===== src/include/render_config.svh =====
`ifndef RENDER_CONFIG_SVH
`define RENDER_CONFIG_SVH

// screen geometry, a grid of square tiles
`define TILE_SIZE           8
`define TILE_SIZE_LOG2      3
`define TILE_COLS           8
`define TILE_ROWS           8
`define SCREEN_W_LOG2       6
`define SCREEN_H_LOG2       6

`define NUM_GHOSTS          4

// frame pulses between two animation frame flips
`define ANIM_PLAYER_FRAMES  2
`define ANIM_GHOST_FRAMES   3

// cycles from pix_valid to rgb_valid
`define RENDER_LATENCY      2

// colours are 12 bit, red in the top nibble
`define COLOR_BG            12'h000
`define COLOR_WALL          12'h00f
`define COLOR_DOT           12'hfff
`define COLOR_PLAYER        12'hff0
`define COLOR_GHOST0        12'hf00
`define COLOR_GHOST1        12'hfbf
`define COLOR_GHOST2        12'h0ff
`define COLOR_GHOST3        12'hfb0

// shown for any game state the renderer does not know
`define COLOR_DEBUG         12'h74f

`endif


===== src/hw/render_pkg.sv =====
`include "render_config.svh"

package render_pkg;

    typedef enum logic [2:0] {
        state_idle     = 3'd0,
        state_playing  = 3'd1,
        state_win      = 3'd2,
        state_gameover = 3'd3
    } game_state_e;

    typedef enum logic [1:0] {
        dir_right = 2'd0,
        dir_left  = 2'd1,
        dir_up    = 2'd2,
        dir_down  = 2'd3
    } dir_e;

    typedef struct packed {
        logic [3:0] r;
        logic [3:0] g;
        logic [3:0] b;
    } rgb_t;

    // one pixel from the display timing generator
    typedef struct packed {
        logic                       display;
        logic [`SCREEN_W_LOG2-1:0]  x;
        logic [`SCREEN_H_LOG2-1:0]  y;
    } pixel_t;

    // x and y give the top left corner of the sprite box
    typedef struct packed {
        logic [`SCREEN_W_LOG2-1:0]  x;
        logic [`SCREEN_H_LOG2-1:0]  y;
        dir_e                       dir;
    } sprite_t;

    // bit index is column plus row times the column count
    typedef struct packed {
        logic [`TILE_COLS*`TILE_ROWS-1:0] walls;
        logic [`TILE_COLS*`TILE_ROWS-1:0] dots;
        logic [`TILE_COLS*`TILE_ROWS-1:0] big_dots;
    } tilemap_t;

    typedef logic [`TILE_SIZE_LOG2-1:0] offset_t;

    typedef enum logic [2:0] {
        sel_none   = 3'd0,
        sel_player = 3'd1,
        sel_ghost0 = 3'd2,
        sel_ghost1 = 3'd3,
        sel_ghost2 = 3'd4,
        sel_ghost3 = 3'd5
    } sprite_sel_e;

endpackage


===== src/hw/anim_timer.sv =====
`timescale 1ns/1ps
`include "render_config.svh"

module anim_timer (
    input  logic clk,
    input  logic arst_n,
    input  logic frame_start,
    output logic player_frame,
    output logic ghost_frame
);

    // channel 0 drives the player and channel 1 the ghosts
    for (genvar i = 0; i < 2; i++) begin : g_chan
        localparam int LIMIT = (i == 0) ? `ANIM_PLAYER_FRAMES : `ANIM_GHOST_FRAMES;
        localparam int CNT_W = (LIMIT > 1) ? $clog2(LIMIT) : 1;

        logic [CNT_W-1:0] cnt_q;
        logic             frame_q;

        always_ff @(posedge clk or negedge arst_n) begin
            if (!arst_n) begin
                cnt_q   <= '0;
                frame_q <= 1'b0;
            end else if (frame_start) begin
                if (cnt_q == CNT_W'(LIMIT - 1)) begin
                    cnt_q   <= '0;
                    frame_q <= ~frame_q;
                end else begin
                    cnt_q <= cnt_q + 1'b1;
                end
            end
        end
    end

    assign player_frame = g_chan[0].frame_q;
    assign ghost_frame  = g_chan[1].frame_q;

endmodule


===== src/hw/pixel_compose.sv =====
`timescale 1ns/1ps
`include "render_config.svh"

module pixel_compose (
    input  logic                    clk,
    input  logic                    arst_n,
    input  logic                    valid,
    input  logic                    display,
    input  logic                    wall,
    input  logic                    dot,
    input  logic                    big_dot,
    input  render_pkg::offset_t     tile_x,
    input  render_pkg::offset_t     tile_y,
    input  render_pkg::sprite_sel_e sel,
    input  logic                    sprite_bit,
    input  render_pkg::game_state_e game_state,
    output logic                    rgb_valid,
    output render_pkg::rgb_t        rgb
);
    import render_pkg::*;

    rgb_t sprite_color;
    rgb_t color_d;
    logic dot_bit;
    logic big_dot_bit;

    sprite_rom dot_rom_i (
        .player_frame (1'b0),
        .ghost_frame  (1'b0),
        .sprite_x     ('0),
        .sprite_y     ('0),
        .tile_x       (tile_x),
        .tile_y       (tile_y),
        .player_bit   (),
        .ghost_bit    (),
        .dot_bit      (dot_bit),
        .big_dot_bit  (big_dot_bit)
    );

    always_comb begin
        case (sel)
            sel_player: sprite_color = `COLOR_PLAYER;
            sel_ghost0: sprite_color = `COLOR_GHOST0;
            sel_ghost1: sprite_color = `COLOR_GHOST1;
            sel_ghost2: sprite_color = `COLOR_GHOST2;
            sel_ghost3: sprite_color = `COLOR_GHOST3;
            default:    sprite_color = `COLOR_BG;
        endcase
    end

    // transparent sprite pixels show the background and never a dot
    always_comb begin
        if (!display) begin
            color_d = '0;
        end else if (!(game_state inside {state_playing, state_win, state_gameover})) begin
            color_d = `COLOR_DEBUG;
        end else if (wall) begin
            color_d = `COLOR_WALL;
        end else if (sel != sel_none) begin
            color_d = sprite_bit ? sprite_color : rgb_t'(`COLOR_BG);
        end else if (big_dot) begin
            color_d = big_dot_bit ? rgb_t'(`COLOR_DOT) : rgb_t'(`COLOR_BG);
        end else if (dot) begin
            color_d = dot_bit ? rgb_t'(`COLOR_DOT) : rgb_t'(`COLOR_BG);
        end else begin
            color_d = `COLOR_BG;
        end
    end

    always_ff @(posedge clk or negedge arst_n) begin
        if (!arst_n) begin
            rgb_valid <= 1'b0;
            rgb       <= '0;
        end else begin
            rgb_valid <= valid;
            if (valid) begin
                rgb <= color_d;
            end
        end
    end

endmodule


===== src/hw/pixel_renderer.sv =====
`timescale 1ns/1ps
`include "render_config.svh"

module pixel_renderer (
    input  logic                    clk,
    input  logic                    arst_n,
    input  logic                    pix_valid,
    input  render_pkg::pixel_t      pix,
    input  logic                    frame_start,
    input  render_pkg::game_state_e game_state,
    input  render_pkg::tilemap_t    tiles,
    input  render_pkg::sprite_t     player,
    input  render_pkg::sprite_t     ghosts [`NUM_GHOSTS],
    output logic                    rgb_valid,
    output render_pkg::rgb_t        rgb
);
    import render_pkg::*;

    logic        player_frame;
    logic        ghost_frame;

    // stage 1 results
    logic        s1_valid;
    logic        s1_display;
    logic        s1_wall;
    logic        s1_dot;
    logic        s1_big_dot;
    offset_t     s1_tile_x;
    offset_t     s1_tile_y;
    sprite_sel_e s1_sel;
    logic        s1_sprite_bit;

    anim_timer anim_i (
        .clk          (clk),
        .arst_n       (arst_n),
        .frame_start  (frame_start),
        .player_frame (player_frame),
        .ghost_frame  (ghost_frame)
    );

    tile_lookup tile_i (
        .clk       (clk),
        .arst_n    (arst_n),
        .pix_valid (pix_valid),
        .pix       (pix),
        .tiles     (tiles),
        .valid     (s1_valid),
        .display   (s1_display),
        .wall      (s1_wall),
        .dot       (s1_dot),
        .big_dot   (s1_big_dot),
        .tile_x    (s1_tile_x),
        .tile_y    (s1_tile_y)
    );

    sprite_hit hit_i (
        .clk          (clk),
        .arst_n       (arst_n),
        .pix_valid    (pix_valid),
        .pix          (pix),
        .player       (player),
        .ghosts       (ghosts),
        .player_frame (player_frame),
        .ghost_frame  (ghost_frame),
        .sel          (s1_sel),
        .sprite_bit   (s1_sprite_bit)
    );

    pixel_compose compose_i (
        .clk        (clk),
        .arst_n     (arst_n),
        .valid      (s1_valid),
        .display    (s1_display),
        .wall       (s1_wall),
        .dot        (s1_dot),
        .big_dot    (s1_big_dot),
        .tile_x     (s1_tile_x),
        .tile_y     (s1_tile_y),
        .sel        (s1_sel),
        .sprite_bit (s1_sprite_bit),
        .game_state (game_state),
        .rgb_valid  (rgb_valid),
        .rgb        (rgb)
    );

endmodule


===== src/hw/sprite_hit.sv =====
`timescale 1ns/1ps
`include "render_config.svh"

module sprite_hit (
    input  logic                    clk,
    input  logic                    arst_n,
    input  logic                    pix_valid,
    input  render_pkg::pixel_t      pix,
    input  render_pkg::sprite_t     player,
    input  render_pkg::sprite_t     ghosts [`NUM_GHOSTS],
    input  logic                    player_frame,
    input  logic                    ghost_frame,
    output render_pkg::sprite_sel_e sel,
    output logic                    sprite_bit
);
    import render_pkg::*;

    localparam offset_t LAST = offset_t'(`TILE_SIZE - 1);

    sprite_sel_e sel_d;
    offset_t     off_x;
    offset_t     off_y;
    offset_t     rom_x;
    offset_t     rom_y;
    logic        player_bit;
    logic        ghost_bit;
    logic        bit_d;

    function automatic logic covers(pixel_t p, sprite_t s);
        logic [`SCREEN_W_LOG2-1:0] dx;
        logic [`SCREEN_H_LOG2-1:0] dy;
        dx = p.x - s.x;
        dy = p.y - s.y;
        return (p.x >= s.x) && (p.y >= s.y) && (dx < `TILE_SIZE) && (dy < `TILE_SIZE);
    endfunction

    function automatic void rotate(input offset_t x, input offset_t y, input dir_e dir,
                                   output offset_t rx, output offset_t ry);
        case (dir)
            dir_left: begin
                rx = LAST - x;
                ry = y;
            end
            dir_up: begin
                rx = LAST - y;
                ry = x;
            end
            dir_down: begin
                rx = y;
                ry = LAST - x;
            end
            default: begin
                rx = x;
                ry = y;
            end
        endcase
    endfunction

    always_comb begin
        sel_d = sel_none;
        off_x = '0;
        off_y = '0;
        // walk the ghosts backwards so the lowest index wins an overlap
        for (int g = `NUM_GHOSTS - 1; g >= 0; g--) begin
            if (covers(pix, ghosts[g])) begin
                sel_d = sprite_sel_e'(int'(sel_ghost0) + g);
                off_x = offset_t'(pix.x - ghosts[g].x);
                off_y = offset_t'(pix.y - ghosts[g].y);
            end
        end
        if (covers(pix, player)) begin
            sel_d = sel_player;
            off_x = offset_t'(pix.x - player.x);
            off_y = offset_t'(pix.y - player.y);
        end
    end

    // only the player turns with its heading
    always_comb begin
        rom_x = off_x;
        rom_y = off_y;
        if (sel_d == sel_player) begin
            rotate(off_x, off_y, player.dir, rom_x, rom_y);
        end
    end

    sprite_rom rom_i (
        .player_frame (player_frame),
        .ghost_frame  (ghost_frame),
        .sprite_x     (rom_x),
        .sprite_y     (rom_y),
        .tile_x       ('0),
        .tile_y       ('0),
        .player_bit   (player_bit),
        .ghost_bit    (ghost_bit),
        .dot_bit      (),
        .big_dot_bit  ()
    );

    always_comb begin
        case (sel_d)
            sel_none:   bit_d = 1'b0;
            sel_player: bit_d = player_bit;
            default:    bit_d = ghost_bit;
        endcase
    end

    always_ff @(posedge clk or negedge arst_n) begin
        if (!arst_n) begin
            sel        <= sel_none;
            sprite_bit <= 1'b0;
        end else if (pix_valid) begin
            sel        <= pix.display ? sel_d : sel_none;
            sprite_bit <= bit_d;
        end
    end

endmodule


===== src/hw/sprite_rom.sv =====
`timescale 1ns/1ps
`include "render_config.svh"

module sprite_rom (
    input  logic                player_frame,
    input  logic                ghost_frame,
    input  render_pkg::offset_t sprite_x,
    input  render_pkg::offset_t sprite_y,
    input  render_pkg::offset_t tile_x,
    input  render_pkg::offset_t tile_y,
    output logic                player_bit,
    output logic                ghost_bit,
    output logic                dot_bit,
    output logic                big_dot_bit
);
    import render_pkg::*;

    localparam offset_t LAST = offset_t'(`TILE_SIZE - 1);
    localparam offset_t HALF = offset_t'(`TILE_SIZE / 2);

    logic mouth;
    logic corner;
    logic skirt_gap;

    function automatic logic in_band(offset_t v, offset_t lo, offset_t hi);
        return (v >= lo) && (v <= hi);
    endfunction

    // the mouth opens to the right and sprite_hit turns the offset to the heading
    assign mouth = (sprite_x >= HALF) && in_band(sprite_y, HALF - 1, HALF);

    assign corner = ((sprite_x == '0) || (sprite_x == LAST)) &&
                    ((sprite_y == '0) || (sprite_y == LAST));

    // frame 1 closes the mouth and rounds the body off
    assign player_bit = player_frame ? !corner : !mouth;

    // bottom row gaps move between odd and even columns
    assign skirt_gap = (sprite_y == LAST) && (sprite_x[0] != ghost_frame);
    assign ghost_bit = !skirt_gap;

    assign dot_bit = in_band(tile_x, HALF - 1, HALF) &&
                     in_band(tile_y, HALF - 1, HALF);

    assign big_dot_bit = in_band(tile_x, HALF - 2, HALF + 1) &&
                         in_band(tile_y, HALF - 2, HALF + 1);

endmodule


===== src/hw/tile_lookup.sv =====
`timescale 1ns/1ps
`include "render_config.svh"

module tile_lookup (
    input  logic                 clk,
    input  logic                 arst_n,
    input  logic                 pix_valid,
    input  render_pkg::pixel_t   pix,
    input  render_pkg::tilemap_t tiles,
    output logic                 valid,
    output logic                 display,
    output logic                 wall,
    output logic                 dot,
    output logic                 big_dot,
    output render_pkg::offset_t  tile_x,
    output render_pkg::offset_t  tile_y
);

    localparam int IDX_W = $clog2(`TILE_COLS * `TILE_ROWS);

    logic [`SCREEN_W_LOG2-`TILE_SIZE_LOG2-1:0] col;
    logic [`SCREEN_H_LOG2-`TILE_SIZE_LOG2-1:0] row;
    logic [IDX_W-1:0]                          idx;

    assign col = pix.x[`SCREEN_W_LOG2-1:`TILE_SIZE_LOG2];
    assign row = pix.y[`SCREEN_H_LOG2-1:`TILE_SIZE_LOG2];

    // tile maps are stored row after row
    assign idx = IDX_W'(col) + IDX_W'(row) * IDX_W'(`TILE_COLS);

    always_ff @(posedge clk or negedge arst_n) begin
        if (!arst_n) begin
            valid   <= 1'b0;
            display <= 1'b0;
        end else begin
            valid   <= pix_valid;
            display <= pix_valid & pix.display;
        end
    end

    always_ff @(posedge clk) begin
        if (pix_valid) begin
            wall    <= tiles.walls[idx];
            dot     <= tiles.dots[idx];
            big_dot <= tiles.big_dots[idx];
            tile_x  <= pix.x[`TILE_SIZE_LOG2-1:0];
            tile_y  <= pix.y[`TILE_SIZE_LOG2-1:0];
        end
    end

endmodule


===== config.mk =====
export PLATFORM = sky130hd
export DESIGN_NAME = pixel_renderer
export DESIGN_NICKNAME = d
export VERILOG_FILES = /design/src/hw/render_pkg.sv /design/src/hw/anim_timer.sv /design/src/hw/pixel_compose.sv /design/src/hw/pixel_renderer.sv /design/src/hw/sprite_hit.sv /design/src/hw/sprite_rom.sv /design/src/hw/tile_lookup.sv
export VERILOG_INCLUDE_DIRS = /design/src /design/src/include
export SDC_FILE = /design/constraint.sdc
export NUM_CORES = 1
export LEC_CHECK = 0
export BUFFER_PORTS_ARGS = -buffer_cell sky130_fd_sc_hd__buf_2
export CORE_AREA = 3 3 112 114
export CTS_CLUSTER_DIAMETER = 80
export DETAILED_ROUTE_END_ITERATION = 8
export DIE_AREA = 0 0 115 117
export PLACE_DENSITY = 0.82
export SLEW_MARGIN = 15
export SYNTH_ARGS = -nofsm -noshare
export SYNTH_HDL_FRONTEND = slang
export SYNTH_SLANG_ARGS = --single-unit

===== constraint.sdc =====
create_clock -name clk -period 2.7 [get_ports clk]
set_input_delay 0.135 -clock clk [delete_from_list [all_inputs] [get_ports clk]]
set_output_delay 0.135 -clock clk [all_outputs]
set_load 0.01 [all_outputs]

==> results of run 1 <==
-- metrics by stage --
step	setup TNS (ns)	total power [W]	area [sq um]	setup slack (ns)	util
detailed placement	-1.30	0.00187	7980	-1.04	0.693
CTS	-0.571	0.00226	8280	-0.571	0.719
global route	-0.751	0.00243	8310	-0.751	0.721
global placement	-1.04	0.00183	7980	-0.941	0.693
floorplan	-0.570	0.00129	5660	-0.570	-
finish	-0.628	0.00228	8310	-0.628	0.721
-- timing repair --
item | CTS | global route
endpoints found under the setup margin | 1 | 1
buffers inserted | 8 | 1
resized for setup | 28 | 3
endpoints found under the hold margin | 17 | 0
hold buffers | 1 | 0
pin swaps | 12 | 1
-- per-layer routing --
layer | vias to the layer above | global-route usage | share of wire
met5 | - | 0 | 0.00057
met4 | 2 | 0.108 | 0.042
met3 | 65 | 0.0391 | 0.079
met2 | 332 | 0.540 | 0.49
met1 | 3041 | 0.391 | 0.39
li1 | 3035 | - | -
-- power by group through the flow --
stage | Clock, W | Combinational, W | Sequential (W)
floorplan | 0 | 0.000780 | 0.000510
global placement | 0 | 0.00131 | 0.000522
finish | 0.000352 | 0.00141 | 0.000518
CTS | 0.000354 | 0.00139 | 0.000519
detailed placement | 0 | 0.00134 | 0.000524
global route | 0.000369 | 0.00154 | 0.000526
-- worst register-to-register path, stage by stage (launching register included) --
cell and delay [ns]:
edfxtp_1 0.41, o21a_1 0.20, nor2b_1 0.12, o21ai_0 0.12
o21ai_0 0.08, o21ai_0 0.16, nor3_1 0.11, a311oi_1 0.26
a21oi_1 0.07, nor3_1 0.15, o2bb2ai_1 0.08
-- final timing paths --
| kind | from | endpoint | slack (ns) | depth (start not counted) |
|---|---|---|---|---|
| setup / recovery | pix[2] | hit_i.sprite_bit$_DFFE_PN0P_ | -0.63 | 14 |
| setup reg to reg | tile_i.tile_x[2]$_DFFE_PP_ | compose_i.rgb[2]$_DFFE_PN0P_ | 0.83 | 10 |
| hold reg to reg | anim_i.g_chan[0].cnt_q$_DFFE_PN0P_ | anim_i.g_chan[0].cnt_q$_DFFE_PN0P_ | 0.49 | 1 |
| max in group asynchronous | arst_n | compose_i.rgb[5]$_DFFE_PN0P_ | 2.11 | 2 |
| hold / removal | pix[0] | tile_i.tile_y[0]$_DFFE_PP_ | 0.11 | 1 |
| min in group asynchronous | arst_n | anim_i.g_chan[1].cnt_q[0]$_DFFE_PN0P_ | 0.33 | 2 |
-- cells in the final DEF (no fill, tap or decap), types with 6 or more instances in the layout --
cell        n
a211oi_1    6
a21o_1      7
a21oi_1    28
a21oi_2     7
a31oi_1    11
buf_2     285
buf_4     117
dfrtp_1    17
edfxtp_1    9
ha_1       53
inv_1      87
mux2i_1     8
mux4_2     63
nand2_1    33
nand2b_1   14
nand3_1     6
nand4_1     6
nor2_1     42
nor2b_1     8
nor3_1     11
o21ai_0    20
o22ai_1     6
xnor2_1    13
xor2_1      9
-- registers in the layout, summed over array words and instances, names as in the netlist --
register / flops
tile_i.big_dot: 1
hit_i.sprite_bit: 1
compose_i.rgb: 5
hit_i.sel: 3
tile_i.wall: 1
compose_i.rgb_valid: 1
tile_i.tile_x: 3
tile_i.dot: 1
tile_i.display: 1
anim_i.g_chan.cnt_q: 3
anim_i.ghost_frame: 1
anim_i.player_frame: 1
tile_i.tile_y: 3
tile_i.valid: 1
-- logic make-up after synthesis --
family / after synthesis
flip-flops: 26
adder cells (fa/ha/maj): 70
AO/OA/AOI/OAI: 138
buffers and inverters: 116
multiplexers: 75
XOR/XNOR: 22
AND/OR/NAND/NOR: 149
-- cell type report --
type,count,share of cell area
repair buffers,405,0.282
well taps,143,0.0215
clock buffers,4,0.0107
flip-flops and latches,26,0.0838
multi-input cells,454,0.560
inverters,90,0.0416
==> metrics.txt, run 1 <==
# TYPE chip_impl_metric gauge
chip_impl_metric{name="synth_cell_type_count",unit=""} 69
chip_impl_info{name="synth_area_leaders",value="mux4_2 (25%), ha_1 (13%), dfrtp_1 (7.6%), inv_1 (6.0%), edfxtp_1 (4.8%)"} 1
chip_impl_metric{name="coreArea",unit="sq um"} 11500
chip_impl_metric{name="die-height",unit="um"} 117
chip_impl_metric{name="yosysWarningCount",unit=""} 0
chip_impl_info{name="synthTopCellsByCount",value="inv_1 (90), mux4_2 (63), ha_1 (60), nor2_1 (42), a21oi_1 (34)"} 1
chip_impl_metric{name="synth_enable_flop_cells",unit=""} 9
chip_impl_metric{name="grt-ovfl-total",unit=""} 0
chip_impl_metric{name="cell_internal_pwr",unit="W"} 0.00146
chip_impl_metric{name="estimated_wirelength_of_the_detail_placed_design",unit="um"} 18100
chip_impl_metric{name="ff_latch_area",unit="sq um"} 696
chip_impl_metric{name="timing_worst_slew_pin_value",unit="ns"} 0.433
chip_impl_metric{name="vias",unit=""} 6475
chip_impl_info{name="hold_path_class",value="input port to flip-flop"} 1
chip_impl_metric{name="syn-num-nets",unit=""} 948
chip_impl_metric{name="drt-pass1-iter-count",unit=""} 5
chip_impl_metric{name="cts_htree_levels",unit=""} 1
chip_impl_metric{name="vias_per_cell",unit=""} 5.77
chip_impl_metric{name="synth-seq-area-share",unit=""} 0.124
chip_impl_metric{name="cts-root-to-sink-buffers",unit=""} 2
chip_impl_metric{name="filler_cell_count",unit=""} 855
chip_impl_metric{name="initial_core_util",unit=""} 0.485
chip_impl_metric{name="drt_iter0_drc",unit=""} 393
chip_impl_metric{name="final_min_period_over_clock_period",unit=""} 1.23
chip_impl_info{name="yosysMostFrequentCell",value="inv_1"} 1
chip_impl_metric{name="slowest_delay",unit="ns"} 0.45
chip_impl_metric{name="hold_violations",unit=""} 0
chip_impl_metric{name="final_cells",unit=""} 1122
chip_impl_metric{name="antenna_violations_before_repair",unit=""} 1
chip_impl_metric{name="synth_mux_area_frac",unit=""} 0.276
chip_impl_metric{name="port_buffers",unit=""} 286
chip_impl_metric{name="finalWorstPathRequiredPeriod",unit="ns"} 3.33
chip_impl_metric{name="dr_wl_cell",unit="um"} 18.7
chip_impl_metric{name="p_leak",unit="nW"} 4.14
chip_impl_metric{name="power.density",unit="nW/um^2"} 274
chip_impl_metric{name="switching_share",unit=""} 0.360
chip_impl_metric{name="cts_buffers",unit=""} 3
chip_impl_info{name="synth_top_family_by_area",value="multiplexers"} 1
chip_impl_info{name="cp_common_cell",value="a221o_1"} 1
chip_impl_metric{name="count_of_nets_after_finishing",unit=""} 1332
chip_impl_metric{name="gp_routability_congestion",unit=""} 0.999
chip_impl_metric{name="cp.arrival",unit="ns"} 3.47
chip_impl_metric{name="cell_area_after_synthesis",unit="sq um"} 5590
chip_impl_metric{name="worst_ir_drop_vdd",unit="uV"} 211
chip_impl_metric{name="synth_compound_gate_area_share",unit=""} 0.174
chip_impl_metric{name="worst_setup_hold_path_clk_slew",unit="ns"} 0.06
chip_impl_metric{name="synth-simple-area-share",unit=""} 0.137
chip_impl_metric{name="design.die.area",unit="sq um"} 13500
chip_impl_metric{name="synth-async-reset-ratio",unit=""} 0.654
chip_impl_info{name="capturing_element_type_of_the_critical_path",value="flip-flop"} 1
chip_impl_metric{name="power.share.combinational",unit=""} 0.618
chip_impl_metric{name="n_antenna_cell",unit=""} 0
chip_impl_metric{name="max_clock_freq",unit="MHz"} 301
chip_impl_metric{name="postSynthAreaPerCell",unit="sq um"} 9.38
chip_impl_metric{name="grt_usage",unit=""} 0.307
chip_impl_metric{name="post_route_cells_drive_above_1_share",unit=""} 0.527
chip_impl_metric{name="grt_pass1_vias",unit=""} 6669
chip_impl_info{name="path_cells",value="buf_2 -> ha_4 -> nand3b_1 -> a221o_1 -> a2111o_1 -> nor4_4 -> buf_4 -> nand2_1 -> o311ai_4 -> o22ai_1 -> or2_1 -> mux2_4 -> o311a_1 -> a221o_1"} 1
chip_impl_metric{name="post-route-drc-count",unit=""} 0
chip_impl_metric{name="die_x",unit="um"} 115
chip_impl_metric{name="yosys_register_bits",unit=""} 26
chip_impl_info{name="critPathLaunchType",value="input port"} 1
chip_impl_metric{name="numClockSinks",unit=""} 26
chip_impl_info{name="status",value="finished with violations"} 1
chip_impl_metric{name="finalWorstSetupSlack",unit="ns"} -0.628
chip_impl_info{name="post-synth-top-area-cell",value="mux4_2"} 1
chip_impl_info{name="worst-setup-path-type",value="input port to flip-flop"} 1
chip_impl_metric{name="grt_first_pass_wirelength",unit="um"} 32500
chip_impl_metric{name="insertion_delay",unit="ns"} 0.26
chip_impl_info{name="critical_path.top_delay_family",value="compound AO/OA/AOI/OAI gates"} 1
chip_impl_metric{name="final_antenna_net_count",unit=""} 0
chip_impl_metric{name="placed_cell_count",unit=""} 1109
chip_impl_info{name="rsz0062_at_grt",value="true"} 1
chip_impl_metric{name="num_rows",unit=""} 39
chip_impl_info{name="cts_root_buffer",value="clkbuf_16"} 1
chip_impl_metric{name="finalMaxSlewViolations",unit=""} 0
chip_impl_metric{name="ioPinCount",unit=""} 295
chip_impl_info{name="tritoncts",value="done"} 1
chip_impl_metric{name="p_switching",unit="W"} 0.000819
chip_impl_metric{name="timing.critical_path.buf_inv",unit=""} 2
chip_impl_metric{name="post_synth_xor_xnor_area",unit=""} 0.0345
chip_impl_metric{name="max_cap_viol_count",unit=""} 0
chip_impl_metric{name="pin_count_of_the_biggest_net_entering_global_routing",unit=""} 27
chip_impl_metric{name="clock_skew",unit="ns"} 0.00293
chip_impl_metric{name="area.growth.synth_to_final",unit="%"} 48.6
chip_impl_metric{name="wl",unit="um"} 21000
chip_impl_metric{name="synth_largest_type_area_fraction",unit=""} 0.254
chip_impl_info{name="violations",value="setup timing"} 1
chip_impl_metric{name="slew_headroom",unit=""} 0.711
chip_impl_metric{name="power_frac_clock",unit=""} 0.154
chip_impl_metric{name="hold_slack",unit="ns"} 0.113
chip_impl_metric{name="post_synth_inst_count",unit=""} 596
chip_impl_info{name="timing.critical_path.slowest_stage_cell",value="a2111o_1"} 1
chip_impl_metric{name="setup_violations",unit=""} 1
chip_impl_metric{name="synth_fa_ha_area_frac",unit=""} 0.170
chip_impl_metric{name="multi_input_comb_area",unit="sq um"} 4650
chip_impl_metric{name="crit_path_max_fanout",unit=""} 5
chip_impl_metric{name="power.sequential.fraction",unit=""} 0.227
chip_impl_info{name="synth_ff_type",value="dfrtp_1"} 1
chip_impl_metric{name="required",unit="ns"} 2.84
(Power assumes the default switching activity.)
==> inputs of run 2 (changes only) <==
- CAP_MARGIN: unset -> 20
- RECOVER_POWER: unset -> 50
==> run 2 against run 1 <==
  * The flow still finishes with violations (setup timing)
  * Worst hold slack hardly changed
  * Global-route usage stayed put
  * Sequential power hardly changed
  * Cell count stayed put
  * Critical path type unchanged
  * Critical path depth stayed put
  * Wire length hardly changed
  * Setup slack worse by 0.0019 ns
  * Clock power hardly changed
  * Sequential share of layout area hardly changed
==> metrics.txt, run 2 (synthesis results as in run 1) <==
# TYPE chip_impl_metric gauge
chip_impl_info{name="critPathLaunchType",value="input port"} 1
chip_impl_metric{name="hold_violations",unit=""} 0
chip_impl_metric{name="post_route_cells_drive_above_1_share",unit=""} 0.526
chip_impl_info{name="tritoncts",value="done"} 1
chip_impl_metric{name="required",unit="ns"} 2.84
chip_impl_metric{name="largest_reg_flops",unit=""} 5
chip_impl_metric{name="cts_htree_levels",unit=""} 1
chip_impl_metric{name="clock_skew",unit="ns"} 0.00232
chip_impl_metric{name="cts_buffers",unit=""} 3
chip_impl_metric{name="report.power.total",unit="W"} 0.00228
chip_impl_metric{name="worst_ir_drop_vdd",unit="uV"} 211
chip_impl_metric{name="post-route-drc-count",unit=""} 0
chip_impl_info{name="violations",value="setup timing"} 1
chip_impl_metric{name="count_of_nets_after_finishing",unit=""} 1332
chip_impl_metric{name="finalWorstPathRequiredPeriod",unit="ns"} 3.33
chip_impl_metric{name="final_antenna_net_count",unit=""} 0
chip_impl_metric{name="area.growth.synth_to_final",unit="%"} 48.6
chip_impl_metric{name="numClockSinks",unit=""} 26
chip_impl_metric{name="die-height",unit="um"} 117
chip_impl_metric{name="slowest_delay",unit="ns"} 0.45
chip_impl_metric{name="slew_headroom",unit=""} 0.402
chip_impl_info{name="capturing_element_type_of_the_critical_path",value="flip-flop"} 1
chip_impl_info{name="cp_common_cell",value="a221o_1"} 1
chip_impl_metric{name="p_leak",unit="nW"} 4.14
chip_impl_info{name="timing.critical_path.slowest_stage_cell",value="a2111o_1"} 1
chip_impl_metric{name="wl",unit="um"} 21000
chip_impl_metric{name="dr_wl_cell",unit="um"} 18.7
chip_impl_info{name="status",value="finished with violations"} 1
chip_impl_metric{name="vias_per_cell",unit=""} 5.77
chip_impl_metric{name="cts-root-to-sink-buffers",unit=""} 2
chip_impl_metric{name="grt_usage",unit=""} 0.307
chip_impl_info{name="worst-setup-path-type",value="input port to flip-flop"} 1
chip_impl_metric{name="power.density",unit="nW/um^2"} 274
chip_impl_metric{name="gp_routability_congestion",unit=""} 0.999
chip_impl_metric{name="port_buffers",unit=""} 286
chip_impl_info{name="rsz0062_at_grt",value="true"} 1
chip_impl_info{name="hold_path_class",value="input port to flip-flop"} 1
chip_impl_info{name="cts_root_buffer",value="clkbuf_16"} 1
chip_impl_metric{name="drt-pass1-iter-count",unit=""} 5
chip_impl_metric{name="initial_core_util",unit=""} 0.485
chip_impl_metric{name="antenna_violations_before_repair",unit=""} 1
chip_impl_metric{name="vias",unit=""} 6469
chip_impl_metric{name="setup_violations",unit=""} 1
chip_impl_metric{name="ioPinCount",unit=""} 295
chip_impl_metric{name="drt_iter0_drc",unit=""} 393
chip_impl_metric{name="timing_worst_slew_pin_value",unit="ns"} 0.897
chip_impl_metric{name="grt_first_pass_wirelength",unit="um"} 32500
chip_impl_metric{name="finalMaxSlewViolations",unit=""} 0
chip_impl_metric{name="cp.arrival",unit="ns"} 3.47
chip_impl_metric{name="max_clock_freq",unit="MHz"} 300
chip_impl_metric{name="grt_pass1_vias",unit=""} 6669
chip_impl_metric{name="estimated_wirelength_of_the_detail_placed_design",unit="um"} 18100
chip_impl_metric{name="worst_setup_hold_path_clk_slew",unit="ns"} 0.06
chip_impl_metric{name="num_rows",unit=""} 39
chip_impl_metric{name="grt-ovfl-total",unit=""} 0
chip_impl_metric{name="pre_cts_ws",unit="ns"} -1.04
chip_impl_metric{name="finalWorstSetupSlack",unit="ns"} -0.630
chip_impl_metric{name="final_min_period_over_clock_period",unit=""} 1.23
chip_impl_metric{name="insertion_delay",unit="ns"} 0.26
chip_impl_metric{name="die_x",unit="um"} 115
chip_impl_metric{name="max_cap_viol_count",unit=""} 0
chip_impl_metric{name="crit_path_max_fanout",unit=""} 5
chip_impl_info{name="leading_cell_type_in_the_layout_fill_and_taps_excluded",value="buf_2"} 1
chip_impl_metric{name="coreArea",unit="sq um"} 11500
chip_impl_info{name="path_cells",value="buf_2 -> ha_4 -> nand3b_1 -> a221o_1 -> a2111o_1 -> nor4_4 -> buf_4 -> nand2_1 -> o311ai_4 -> o22ai_1 -> or2_1 -> mux2_4 -> o311a_1 -> a221o_1"} 1
chip_impl_metric{name="n_antenna_cell",unit=""} 0
chip_impl_info{name="most-common-layout-cells",value="buf_2 (284), buf_4 (117), inv_1 (87)"} 1
chip_impl_metric{name="placed_cell_count",unit=""} 1109
chip_impl_metric{name="final_cells",unit=""} 1122
chip_impl_info{name="largest_register",value="compose_i.rgb"} 1
chip_impl_metric{name="design.die.area",unit="sq um"} 13500
chip_impl_metric{name="pin_count_of_the_biggest_net_entering_global_routing",unit=""} 27
## run 2: layer usage
layer,share of wire,vias up,global-route usage
met4,0.041,2,0.108
met3,0.079,61,0.0391
met5,0.00057,-,0
li1,-,3033,-
met1,0.39,3051,0.391
met2,0.49,322,0.540
## run 2: layout make-up
| class | count | area, sq um |
|---|---|---|
| multi-input combinational | 454 | 4650 |
| fill | 856 | 3210 |
| timing repair buffer | 405 | 2340 |
| sequential | 26 | 696 |
| inverter | 90 | 345 |
| tap | 143 | 179 |
| clock buffer | 4 | 88.8 |
## run 2: worst paths after layout
check	end	cells past startpoint	slack, ns	startpoint
hold / removal	tile_i.tile_y[0]$_DFFE_PP_	1	0.11	pix[0]
min in group asynchronous	anim_i.g_chan[1].cnt_q[0]$_DFFE_PN0P_	2	0.52	arst_n
setup / recovery	hit_i.sprite_bit$_DFFE_PN0P_	14	-0.63	pix[2]
max in group asynchronous	compose_i.rgb[5]$_DFFE_PN0P_	2	1.63	arst_n
hold reg to reg	compose_i.rgb_valid$_DFF_PN0_	0	0.48	tile_i.valid$_DFF_PN0_
setup reg to reg	compose_i.rgb[2]$_DFFE_PN0P_	10	0.83	tile_i.tile_x[2]$_DFFE_PP_
## run 2: timing repair
action	CTS	global route
hold endpoints to repair	17	0
hold buffers	1	0
resized for setup	28	3
setup buffers	8	1
gates cloned	0	0
endpoints found under the setup margin	1	1
pin swaps	12	1
## run 2: power by group
| part | switching, W | total [W] | internal (W) |
|---|---|---|---|
| registers | 0.0000496 | 0.000518 | 0.000468 |
| logic | 0.000645 | 0.00141 | 0.000763 |
| clock network | 0.000124 | 0.000351 | 0.000226 |
| total | 0.000819 | 0.00228 | 0.00146 |
## run 2: worst max-delay path, delay by kind of cell
family / cells / cell delay (ns)
buf+inv: 2 / 0.37
compound gates: 6 / 1.60
mux: 1 / 0.27
simple gates: 4 / 0.78
fa+ha+maj: 1 / 0.30
## run 2: stage by stage
| stage | utilization | setup TNS (ns) | area [sq um] | hold WS [ns] |
|---|---|---|---|---|
| final | 0.721 | -0.630 | 8300 | 0.113 |
| after floorplan | - | -0.570 | 5660 | -0.161 |
| after detailed placement | 0.693 | -1.30 | 7980 | 0.0730 |
| after global routing | 0.721 | -0.751 | 8300 | 0.119 |
| after global placement | 0.693 | -1.04 | 7980 | 0.0672 |
| after CTS | 0.719 | -0.571 | 8280 | 0.114 |
